[config.mk]
export PLATFORM = sky130hd
export DESIGN_NAME = thumb_ctrl_top
export DESIGN_NICKNAME = d
export VERILOG_FILES = /design/src/logic/thumb_ctrl_pkg.sv /design/src/logic/alu_op_decoder.sv /design/src/logic/reg_list_sequencer.sv /design/src/logic/block_transfer_ctrl.sv /design/src/logic/thumb_ctrl_top.sv
export VERILOG_INCLUDE_DIRS = /design/src /design/src/logic
export SDC_FILE = /design/constraint.sdc
export NUM_CORES = 1
export LEC_CHECK = 0
export BUFFER_PORTS_ARGS = -buffer_cell sky130_fd_sc_hd__buf_2
export CAP_MARGIN = 20
export CORE_ASPECT_RATIO = 1.75
export CORE_MARGIN = 2
export CORE_UTILIZATION = 56
export CTS_CLUSTER_DIAMETER = 200
export DETAILED_ROUTE_END_ITERATION = 10
export HOLD_SLACK_MARGIN = 0.15
export PLACE_DENSITY = 0.92
export SLEW_MARGIN = 25
export SYNTH_ARGS = -nofsm -noshare
export SYNTH_HDL_FRONTEND = slang
export SYNTH_SLANG_ARGS = --single-unit
[constraint.sdc]
create_clock -name clk_i -period 17.65 [get_ports clk_i]
set_clock_uncertainty 0.05 [all_clocks]
set_input_delay 0.8825 -clock clk_i [delete_from_list [all_inputs] [get_ports clk_i]]
set_output_delay 0.8825 -clock clk_i [all_outputs]
set_load 0.01 [all_outputs]
[src/logic/thumb_ctrl_settings.svh]
`ifndef THUMB_CTRL_SETTINGS_SVH
`define THUMB_CTRL_SETTINGS_SVH

// width of a data word on the datapath
`define THUMB_WORD_W 32

// every instruction handled by the decoder is a single halfword
`define THUMB_INSTR_W 16

// size of the architectural register file
`define THUMB_NUM_REGS 16

// the register list field covers r0 to r7
`define THUMB_LOW_REGS 8

// stack pointer register number
`define THUMB_SP_REG 13

// each transferred register moves one full word
`define THUMB_REG_BYTES 4

`endif

[src/logic/thumb_ctrl_pkg.sv]
`include "thumb_ctrl_settings.svh"

package thumb_ctrl_pkg;

    typedef logic [`THUMB_WORD_W-1:0]           word_t;
    typedef logic [`THUMB_INSTR_W-1:0]          instr_t;
    typedef logic [$clog2(`THUMB_NUM_REGS)-1:0] reg_addr_t;
    typedef logic [`THUMB_NUM_REGS-1:0]         reg_mask_t;
    // one extra bit so that a full list of 16 still fits
    typedef logic [$clog2(`THUMB_NUM_REGS):0]   beat_cnt_t;

    typedef enum logic [3:0] {
        GRP_SHIFT_IMM,
        GRP_DATA_PROC,
        GRP_LS_REG,
        GRP_LS_IMM,
        GRP_LS_SP,
        GRP_MISC,
        GRP_STM,
        GRP_LDM,
        GRP_OTHER
    } op_group_e;

    typedef enum logic [3:0] {
        ALU_ADD,
        ALU_SUB,
        ALU_AND,
        ALU_OR,
        ALU_XOR,
        ALU_NOT,
        ALU_BIC,
        ALU_LSL,
        ALU_LSR,
        ALU_ASR,
        ALU_ROR,
        ALU_ADC,
        ALU_SBC,
        ALU_MUL
    } alu_op_e;

    // SRC_ACC selects the offset that the control unit drives on imm_o
    typedef enum logic [1:0] {
        SRC_REG,
        SRC_IMM,
        SRC_ZERO,
        SRC_ACC
    } alu_src_e;

    typedef enum logic {
        WB_ALU,
        WB_MEM
    } wb_src_e;

    // an all-zero word is the idle bundle with every enable low
    typedef struct packed {
        logic     update_flag;
        logic     mem_write;
        logic     mem_read;
        logic     reg_write;
        wb_src_e  wb_src;
        alu_src_e alu_a_sel;
        alu_src_e alu_b_sel;
        alu_op_e  alu_op;
        logic     addr2_from_ctrl;
        logic     dest_from_ctrl;
        logic     sel_reg3;
    } ctrl_word_t;

    // index of the lowest set bit, zero when the mask is empty
    function automatic reg_addr_t lowest_set_reg(input reg_mask_t mask);
        reg_addr_t idx;
        idx = '0;
        for (int i = `THUMB_NUM_REGS - 1; i >= 0; i--) begin
            if (mask[i]) begin
                idx = reg_addr_t'(i);
            end
        end
        return idx;
    endfunction

    // only r0 to r7 are looked at, which is all a descending LDM can hold
    function automatic reg_addr_t highest_set_low_reg(input reg_mask_t mask);
        reg_addr_t idx;
        idx = '0;
        for (int i = 0; i < `THUMB_LOW_REGS; i++) begin
            if (mask[i]) begin
                idx = reg_addr_t'(i);
            end
        end
        return idx;
    endfunction

    function automatic beat_cnt_t reg_count(input reg_mask_t mask);
        beat_cnt_t cnt;
        cnt = '0;
        for (int i = 0; i < `THUMB_NUM_REGS; i++) begin
            cnt = cnt + beat_cnt_t'(mask[i]);
        end
        return cnt;
    endfunction

endpackage

[src/logic/alu_op_decoder.sv]
module alu_op_decoder (
    input  thumb_ctrl_pkg::instr_t     instr_i,
    output thumb_ctrl_pkg::ctrl_word_t single_ctrl_o
);
    import thumb_ctrl_pkg::*;

    op_group_e   group;
    logic [4:0]  shift_code;
    logic [3:0]  dp_code;

    // top-level class from the leading opcode bits
    always_comb begin
        casez (instr_i[15:10])
            6'b00_????: group = GRP_SHIFT_IMM;
            6'b01_0000: group = GRP_DATA_PROC;
            6'b01_01??: group = GRP_LS_REG;
            6'b01_1???: group = GRP_LS_IMM;
            6'b10_00??: group = GRP_LS_IMM;
            6'b10_01??: group = GRP_LS_SP;
            6'b10_11??: group = GRP_MISC;
            6'b11_000?: group = GRP_STM;
            6'b11_001?: group = GRP_LDM;
            default:    group = GRP_OTHER;
        endcase
    end

    always_comb begin
        shift_code    = instr_i[13:9];
        dp_code       = instr_i[9:6];
        single_ctrl_o = '0;

        case (group)
            GRP_SHIFT_IMM: begin
                // nearly every op here sets flags and writes a result
                single_ctrl_o.update_flag = 1'b1;
                single_ctrl_o.reg_write   = 1'b1;
                casez (shift_code)
                    5'b000??: begin
                        single_ctrl_o.alu_op    = ALU_LSL;
                        single_ctrl_o.alu_b_sel = SRC_IMM;
                    end
                    5'b001??: begin
                        single_ctrl_o.alu_op    = ALU_LSR;
                        single_ctrl_o.alu_b_sel = SRC_IMM;
                    end
                    5'b010??: begin
                        single_ctrl_o.alu_op    = ALU_ASR;
                        single_ctrl_o.alu_b_sel = SRC_IMM;
                    end
                    5'b01100: single_ctrl_o.alu_op = ALU_ADD;
                    5'b01101: single_ctrl_o.alu_op = ALU_SUB;
                    5'b01110, 5'b110??: begin
                        single_ctrl_o.alu_op    = ALU_ADD;
                        single_ctrl_o.alu_b_sel = SRC_IMM;
                    end
                    5'b01111, 5'b111??: begin
                        single_ctrl_o.alu_op    = ALU_SUB;
                        single_ctrl_o.alu_b_sel = SRC_IMM;
                    end
                    5'b100??: begin
                        // mov is 0 + imm8
                        single_ctrl_o.alu_op    = ALU_ADD;
                        single_ctrl_o.alu_a_sel = SRC_ZERO;
                        single_ctrl_o.alu_b_sel = SRC_IMM;
                    end
                    5'b101??: begin
                        single_ctrl_o.alu_op    = ALU_SUB;
                        single_ctrl_o.alu_b_sel = SRC_IMM;
                        single_ctrl_o.reg_write = 1'b0;
                    end
                    default: ;
                endcase
            end

            GRP_DATA_PROC: begin
                single_ctrl_o.update_flag = 1'b1;
                single_ctrl_o.reg_write   = 1'b1;
                case (dp_code)
                    4'h0: single_ctrl_o.alu_op = ALU_AND;
                    4'h1: single_ctrl_o.alu_op = ALU_XOR;
                    4'h2: single_ctrl_o.alu_op = ALU_LSL;
                    4'h3: single_ctrl_o.alu_op = ALU_LSR;
                    4'h4: single_ctrl_o.alu_op = ALU_ASR;
                    4'h5: single_ctrl_o.alu_op = ALU_ADC;
                    4'h6: single_ctrl_o.alu_op = ALU_SBC;
                    4'h7: single_ctrl_o.alu_op = ALU_ROR;
                    4'h8: begin
                        // tst, flags only
                        single_ctrl_o.alu_op    = ALU_AND;
                        single_ctrl_o.reg_write = 1'b0;
                    end
                    4'h9: begin
                        // negate as 0 - rm
                        single_ctrl_o.alu_op    = ALU_SUB;
                        single_ctrl_o.alu_a_sel = SRC_ZERO;
                    end
                    4'hA: begin
                        single_ctrl_o.alu_op    = ALU_SUB;
                        single_ctrl_o.reg_write = 1'b0;
                    end
                    4'hB: begin
                        single_ctrl_o.alu_op    = ALU_ADD;
                        single_ctrl_o.reg_write = 1'b0;
                    end
                    4'hC: single_ctrl_o.alu_op = ALU_OR;
                    4'hD: single_ctrl_o.alu_op = ALU_MUL;
                    4'hE: single_ctrl_o.alu_op = ALU_BIC;
                    default: single_ctrl_o.alu_op = ALU_NOT;
                endcase
            end

            GRP_LS_REG: begin
                single_ctrl_o.wb_src = WB_MEM;
                // bit 11 marks the loads, plus ldrsb in the store half
                if (instr_i[11] || (instr_i[10:9] == 2'b11)) begin
                    single_ctrl_o.mem_read  = 1'b1;
                    single_ctrl_o.reg_write = 1'b1;
                end else begin
                    single_ctrl_o.mem_write = 1'b1;
                    single_ctrl_o.sel_reg3  = 1'b1;
                end
            end

            GRP_LS_IMM, GRP_LS_SP: begin
                single_ctrl_o.wb_src    = WB_MEM;
                single_ctrl_o.alu_b_sel = SRC_IMM;
                if (instr_i[11]) begin
                    single_ctrl_o.mem_read  = 1'b1;
                    single_ctrl_o.reg_write = 1'b1;
                end else begin
                    single_ctrl_o.mem_write = 1'b1;
                    single_ctrl_o.sel_reg3  = 1'b1;
                end
            end

            // block transfers are built downstream, the rest decode to no-ops
            default: ;
        endcase
    end

endmodule

[src/logic/reg_list_sequencer.sv]
`include "thumb_ctrl_settings.svh"

module reg_list_sequencer (
    input  logic                      clk_i,
    input  logic                      reset_i,
    input  logic                      valid_i,
    input  logic                      stall_i,
    input  logic                      descending_i,
    input  thumb_ctrl_pkg::reg_mask_t list_i,
    input  thumb_ctrl_pkg::reg_addr_t base_reg_i,
    output thumb_ctrl_pkg::reg_mask_t remaining_o,
    output thumb_ctrl_pkg::beat_cnt_t beat_o,
    output logic                      base_in_list_o
);
    import thumb_ctrl_pkg::*;

    reg_mask_t pending;
    reg_addr_t sel_reg;
    logic      clear_state;

    always_comb begin
        pending = list_i & remaining_o;
        // LDM walks from r7 downward, everything else from r0 upward
        if (descending_i) begin
            sel_reg = highest_set_low_reg(pending);
        end else begin
            sel_reg = lowest_set_reg(pending);
        end
        // a finished or dropped transfer rearms the sequencer for the next one
        clear_state = reset_i || !stall_i || !valid_i;
    end

    always_ff @(posedge clk_i) begin
        if (clear_state) begin
            remaining_o    <= '1;
            beat_o         <= '0;
            base_in_list_o <= 1'b0;
        end else begin
            remaining_o <= remaining_o & ~(reg_mask_t'(1) << sel_reg);
            beat_o      <= beat_o + beat_cnt_t'(1);
            // sticky, the final beat needs it after the base was loaded
            if (sel_reg == base_reg_i) begin
                base_in_list_o <= 1'b1;
            end
        end
    end

    beat_bound: assert property (@(posedge clk_i) disable iff (reset_i)
        beat_o <= beat_cnt_t'(`THUMB_NUM_REGS));

    // each held cycle retires exactly one register of the list from the mask
    mask_drop_on_stall: assert property (@(posedge clk_i) disable iff (reset_i)
        $past(stall_i && valid_i && !reset_i)
            |-> $onehot($past(remaining_o & list_i) & ~remaining_o));

endmodule

[src/logic/block_transfer_ctrl.sv]
`include "thumb_ctrl_settings.svh"

module block_transfer_ctrl (
    input  logic                       clk_i,
    input  logic                       reset_i,
    input  logic                       valid_i,
    input  thumb_ctrl_pkg::instr_t     instr_i,
    input  thumb_ctrl_pkg::ctrl_word_t single_ctrl_i,
    input  thumb_ctrl_pkg::reg_mask_t  remaining_i,
    input  thumb_ctrl_pkg::beat_cnt_t  beat_i,
    input  logic                       base_in_list_i,
    output logic                       stall_o,
    output logic                       descending_o,
    output thumb_ctrl_pkg::reg_mask_t  list_o,
    output thumb_ctrl_pkg::ctrl_word_t ctrl_o,
    output thumb_ctrl_pkg::word_t      imm_o,
    output thumb_ctrl_pkg::reg_addr_t  reg_addr_o,
    output logic                       stall_out_o
);
    import thumb_ctrl_pkg::*;

    logic       is_push;
    logic       is_pop;
    logic       is_stm;
    logic       is_ldm;
    logic       is_block;
    reg_mask_t  pending;
    reg_addr_t  cur_reg;
    reg_addr_t  base_reg;
    word_t      total_bytes;
    word_t      beat_bytes;
    ctrl_word_t blk_ctrl;
    word_t      blk_imm;
    reg_addr_t  blk_reg;

    always_comb begin
        is_push = 1'b0;
        is_pop  = 1'b0;
        is_stm  = 1'b0;
        is_ldm  = 1'b0;
        casez (instr_i[15:9])
            7'b1011_010: is_push = 1'b1;
            7'b1011_110: is_pop  = 1'b1;
            7'b1100_0??: is_stm  = 1'b1;
            7'b1100_1??: is_ldm  = 1'b1;
            default: ;
        endcase
        is_block     = is_push || is_pop || is_stm || is_ldm;
        descending_o = is_ldm;

        // bit 8 of PUSH adds LR, the same bit on POP would be the PC and is ignored
        list_o = '0;
        if (is_push) begin
            list_o[7:0] = instr_i[7:0];
            list_o[14]  = instr_i[8];
        end else if (is_block) begin
            list_o[7:0] = instr_i[7:0];
        end

        if (is_push || is_pop) begin
            base_reg = reg_addr_t'(`THUMB_SP_REG);
        end else begin
            base_reg = reg_addr_t'(instr_i[10:8]);
        end

        pending = list_o & remaining_i;
        if (is_ldm) begin
            cur_reg = highest_set_low_reg(pending);
        end else begin
            cur_reg = lowest_set_reg(pending);
        end
        stall_o = is_block && (pending != '0);

        total_bytes = word_t'(reg_count(list_o)) * `THUMB_REG_BYTES;
        beat_bytes  = word_t'(beat_i) * `THUMB_REG_BYTES;
    end

    always_comb begin
        blk_ctrl           = '0;
        blk_ctrl.alu_b_sel = SRC_ACC;
        blk_ctrl.alu_op    = is_push ? ALU_SUB : ALU_ADD;
        if (stall_o) begin
            blk_reg = cur_reg;
            if (is_push || is_stm) begin
                blk_ctrl.mem_write       = 1'b1;
                blk_ctrl.addr2_from_ctrl = 1'b1;
            end else begin
                blk_ctrl.mem_read       = 1'b1;
                blk_ctrl.reg_write      = 1'b1;
                blk_ctrl.wb_src         = WB_MEM;
                blk_ctrl.dest_from_ctrl = 1'b1;
            end
            // PUSH counts down from the new stack top, LDM from the top word of the block
            if (is_push) begin
                blk_imm = total_bytes - beat_bytes;
            end else if (is_ldm) begin
                blk_imm = total_bytes - beat_bytes - `THUMB_REG_BYTES;
            end else begin
                blk_imm = beat_bytes;
            end
        end else begin
            // last beat moves the base or SP past the whole block
            blk_reg                 = base_reg;
            blk_imm                 = total_bytes;
            blk_ctrl.dest_from_ctrl = 1'b1;
            blk_ctrl.reg_write      = !(is_ldm && base_in_list_i);
        end
    end

    always_comb begin
        stall_out_o = valid_i && stall_o;
        if (!valid_i) begin
            ctrl_o     = '0;
            imm_o      = '0;
            reg_addr_o = '0;
        end else if (is_block) begin
            ctrl_o     = blk_ctrl;
            imm_o      = blk_imm;
            reg_addr_o = blk_reg;
        end else begin
            ctrl_o     = single_ctrl_i;
            imm_o      = '0;
            reg_addr_o = '0;
        end
    end

    // while the stall is up the upstream stage holds the same valid instruction
    stall_needs_valid: assert property (@(posedge clk_i) disable iff (reset_i)
        stall_out_o |=> valid_i && $stable(instr_i));

endmodule

[src/logic/thumb_ctrl_top.sv]
module thumb_ctrl_top (
    input  logic                       clk_i,
    input  logic                       reset_i,
    input  logic                       valid_i,
    input  thumb_ctrl_pkg::instr_t     instr_i,
    output thumb_ctrl_pkg::ctrl_word_t ctrl_o,
    output thumb_ctrl_pkg::word_t      imm_o,
    output thumb_ctrl_pkg::reg_addr_t  reg_addr_o,
    output logic                       stall_o
);
    import thumb_ctrl_pkg::*;

    ctrl_word_t single_ctrl;
    reg_mask_t  remaining;
    reg_mask_t  list;
    beat_cnt_t  beat;
    logic       base_in_list;
    logic       stall;
    logic       descending;

    alu_op_decoder u_alu_op_decoder (
        .instr_i       (instr_i),
        .single_ctrl_o (single_ctrl)
    );

    // base field of STM/LDM, used to spot a base register inside the list
    reg_list_sequencer u_reg_list_sequencer (
        .clk_i          (clk_i),
        .reset_i        (reset_i),
        .valid_i        (valid_i),
        .stall_i        (stall),
        .descending_i   (descending),
        .list_i         (list),
        .base_reg_i     ({1'b0, instr_i[10:8]}),
        .remaining_o    (remaining),
        .beat_o         (beat),
        .base_in_list_o (base_in_list)
    );

    block_transfer_ctrl u_block_transfer_ctrl (
        .clk_i          (clk_i),
        .reset_i        (reset_i),
        .valid_i        (valid_i),
        .instr_i        (instr_i),
        .single_ctrl_i  (single_ctrl),
        .remaining_i    (remaining),
        .beat_i         (beat),
        .base_in_list_i (base_in_list),
        .stall_o        (stall),
        .descending_o   (descending),
        .list_o         (list),
        .ctrl_o         (ctrl_o),
        .imm_o          (imm_o),
        .reg_addr_o     (reg_addr_o),
        .stall_out_o    (stall_o)
    );

endmodule

==> reports/qor.yml <==
outcome: "completed"
cts_tree: "built"
fp.coreArea_mm2: 0.00436
crit_path_start_kind: "input pin"
synth_cell_types: 66
intPower_uw: 64.9
wl_um: 6960
cp.buffers_inverters: 5
die-area_mm2: 0.00507
h-tree-depth: 1
dp_hpwl_um: 5420
hold_path.class: "flop to flop"
setup_viol: 0
portBuffers: 68
finalCritPeriodShare_pct: 43.8
cpMostUsedCell: "fa_1"
cp_top_family: "adder cells"
cts_resized: 0
clkSinkCount: 15
ys_seq_area_share_pct: 11.9
grt_pass1_vias: 2525
worst_pin_slew_ps: 637
die_x_um: 54.7
gp_congestion: 0.952
worst_slack_ps: 9920
hold_viol_final: 0
path_cells: "buf_2, and4bb_2, a21o_2, and2_1, ha_1, fa_1, inv_1, fa_1, inv_1, fa_1, ha_1, fa_1, inv_1, fa_1, xor2_1, nand2_1, a21oi_1, nand3_1, ha_1, nor2_1, nor3_1, buf_2"
cts_hold_buffers: 0
ys_top_cells_by_area: "dfxtp_1, ha_1, nand2_1"
cp_data_arrival_time_ps: 6800
nets: 445
min_period_ps: 7730
cellLeakagePower_nw: 1.32
ys_ff_latch: 15
fmax_mhz: 129
fillers: 411
critPathKind: "input pin to output port"
reg2reg_depth: 6
yosysWarnings: 0
drc: 0
max_stage_delay_ps: 540
fp.dieH_um: 92.7
grt_first_pass_wirelength_um: 10900
synth_edf_count: 0
p_sw_uw: 38.5
synth_top_cell_by_area: "dfxtp_1"
area_growth_pct: 10.4
cpMaxStageDelayCell: "fa_1"
synthesis.area_mm2: 0.00252
maxCapViolCount: 0
routed_via_density: 6.43
cts_root_buf: "clkbuf_8"
power_density_mw_per_mm2: 37.2
crit_required_ps: 16720
sw_frac_of_total_pct: 37.2
grt_setup_unrepaired: "no"
place_ws_ps: 9950
cts.clk_slew.worst_paths_ps: 60
cts_setup_buffers: 0
slew_headroom_pct: 57.2
avgSynthCellArea_um2: 6.98
cp-end-kind: "output port"
multi_input_area_mm2: 0.00194
drt-initial-drc-count: 112
grtUsageTotal_pct: 27.5
via_count: 2905
start_util_pct: 57.7
row_count: 32
power_frac_seq_pct: 32.7
synth_top_area_share_pct: 11.9
grt-ovfl-total: 0
pwr-share-clk_pct: 28.1
cts_buffers: 3
cp.depth: 22
grt_max_degree: 19
synthCells: 361
drv_slew: 0
diodes: 0
drt_pass1_iterations: 5
final_antenna_net_count: 0
share_comb_of_total_power_pct: 39.2
antenna_found_initial: 0
boundaryPins: 72
worstPathMaxFanout: 18
synthFlopType: "dfxtp_1"
setup-tns-final_ps: 0
clk_latency_ps: 250
wl_per_cell_um: 15.4
cts_max_path_buffers: 2
whs_path_depth: 2
seqCellArea_um2: 300
peakVddDrop_uv: 52.3
async_reset_ff_share_pct: 0
drive_above_1_share_pct: 20.4
## tightest hold or removal path, cell delays in order, from the launching register on
cell and delay (ps):
dfxtp_1 320, o31ai_1 60, nand2_1 50
## sequential cells by signal, indices dropped and copies added, names as in the netlist
| signal | cells |
|---|---|
| u_reg_list_sequencer.beat_o | 5 |
| u_reg_list_sequencer.base_in_list_o | 1 |
| u_reg_list_sequencer.remaining_o | 9 |
## layer usage
| layer | global-route usage [%] | share of wire (%) | vias to the layer above |
|---|---|---|---|
| met2 | 48.3 | 53 | 141 |
| met5 | 0 | 0 | - |
| met1 | 30.7 | 37 | 1359 |
| li1 | - | - | 1384 |
| met3 | 2.90 | 6.6 | 21 |
| met4 | 13.1 | 3.0 | 0 |
## synthesized netlist by cell type (2+ instances only)
library cell and n:
buf_2 3, clkbuf_1 15, a311oi_1 3, and4_1 2
fa_1 6, a211oi_1 11, inv_1 21, buf_4 16
nand4_1 3, nor3_1 12, o21a_1 4, o31ai_1 8
and2_1 11, xnor2_1 5, o22ai_1 2, o32a_1 2
nand2_1 43, nor2_1 31, o22a_1 2, and3_1 3
a21oi_1 21, and4bb_2 2, nand2b_1 4, o2111ai_1 3
nand3_1 12, o211ai_1 2, dfxtp_1 15, a32oi_1 2
nor4_1 3, nor2b_1 5, o21ai_0 25, mux2i_1 2
a21o_1 3, a22o_1 2, xor2_1 3, a22oi_1 6
a32o_1 2, ha_1 18
## cells by family (layout without fill, tap and decap cells)
logic type / after synthesis / in the layout / share of synthesized area [%]
AND/OR/NAND/NOR: 142 / 142 / 28.7
AO/OA/AOI/OAI: 113 / 113 / 30.8
buffers and inverters: 56 / 94 / 11.2
adder cells (fa/ha/maj): 24 / 24 / 13.7
flip-flops: 15 / 15 / 11.9
XOR/XNOR: 8 / 8 / 2.78
multiplexers: 2 / 2 / 0.795
other: 1 / 3 / 0.149
## worst paths after layout
kind,from,to,slack (ps)
worst max-delay path,instr_i[14],imm_o[14],9920
worst min-delay path,u_reg_list_sequencer.remaining_o[0],u_reg_list_sequencer.remaining_o[0],430
worst max register to register,u_reg_list_sequencer.remaining_o[1],u_reg_list_sequencer.remaining_o[7],15410
worst min register to register,u_reg_list_sequencer.remaining_o[0],u_reg_list_sequencer.remaining_o[0],430
## area by class of cell
class,count,area share (%)
Timing Repair Buffer,69,12.5
Tap cell,51,2.29
Inverter,21,2.83
Sequential cell,15,10.8
Clock inverter,1,0.180
Clock buffer,3,1.48
Multi-Input combinational cell,292,69.9
## metrics by stage
| step | area [um^2] | hold slack [ps] | total power [mW] | std cells | utilization (%) |
|---|---|---|---|---|---|
| finish | 2780 | 427 | 0.103 | 452 | 63.7 |
| global route | 2780 | 448 | 0.110 | 452 | 63.7 |
| CTS | 2780 | 422 | 0.103 | 452 | 63.7 |
| detailed placement | 2740 | 412 | 0.0744 | 448 | 62.7 |
| global placement | 2740 | 400 | 0.0734 | 448 | 62.7 |
| floorplan | 2530 | 375 | 0.0651 | 363 | - |
## power groups by stage
stage	Combinational, mW	Clock [mW]	Sequential, mW
after floorplan	0.0305	0	0.0346
after global placement	0.0388	0	0.0346
after detailed placement	0.0398	0	0.0346
after CTS	0.0400	0.0294	0.0339
after global routing	0.0456	0.0310	0.0338
final	0.0406	0.0290	0.0339
## cells in the final DEF, fill, tap and decap left out, drive strengths merged, types with 2 or more instances in the layout
master and n:
buf 69, nand2 44, nor2 32, o21ai 25, a21oi 22, inv 21
ha 18, dfxtp 15, nand3 13, nor3 13, and2 11, a211oi 11
o31ai 8, a22oi 6, fa 6, nor2b 5, xnor2 5, o21a 4
nand2b 4, a21o 4, xor2 3, and3 3, nand4 3, nor4 3
o2111ai 3, a311oi 3, conb 3, clkbuf 3, and4bb 2, and4 2
o22ai 2, o22a 2, a32oi 2, o211ai 2, mux2i 2, a22o 2
a32o 2, o32a 2, or2 2
Power figures use the tool's default switching activity.
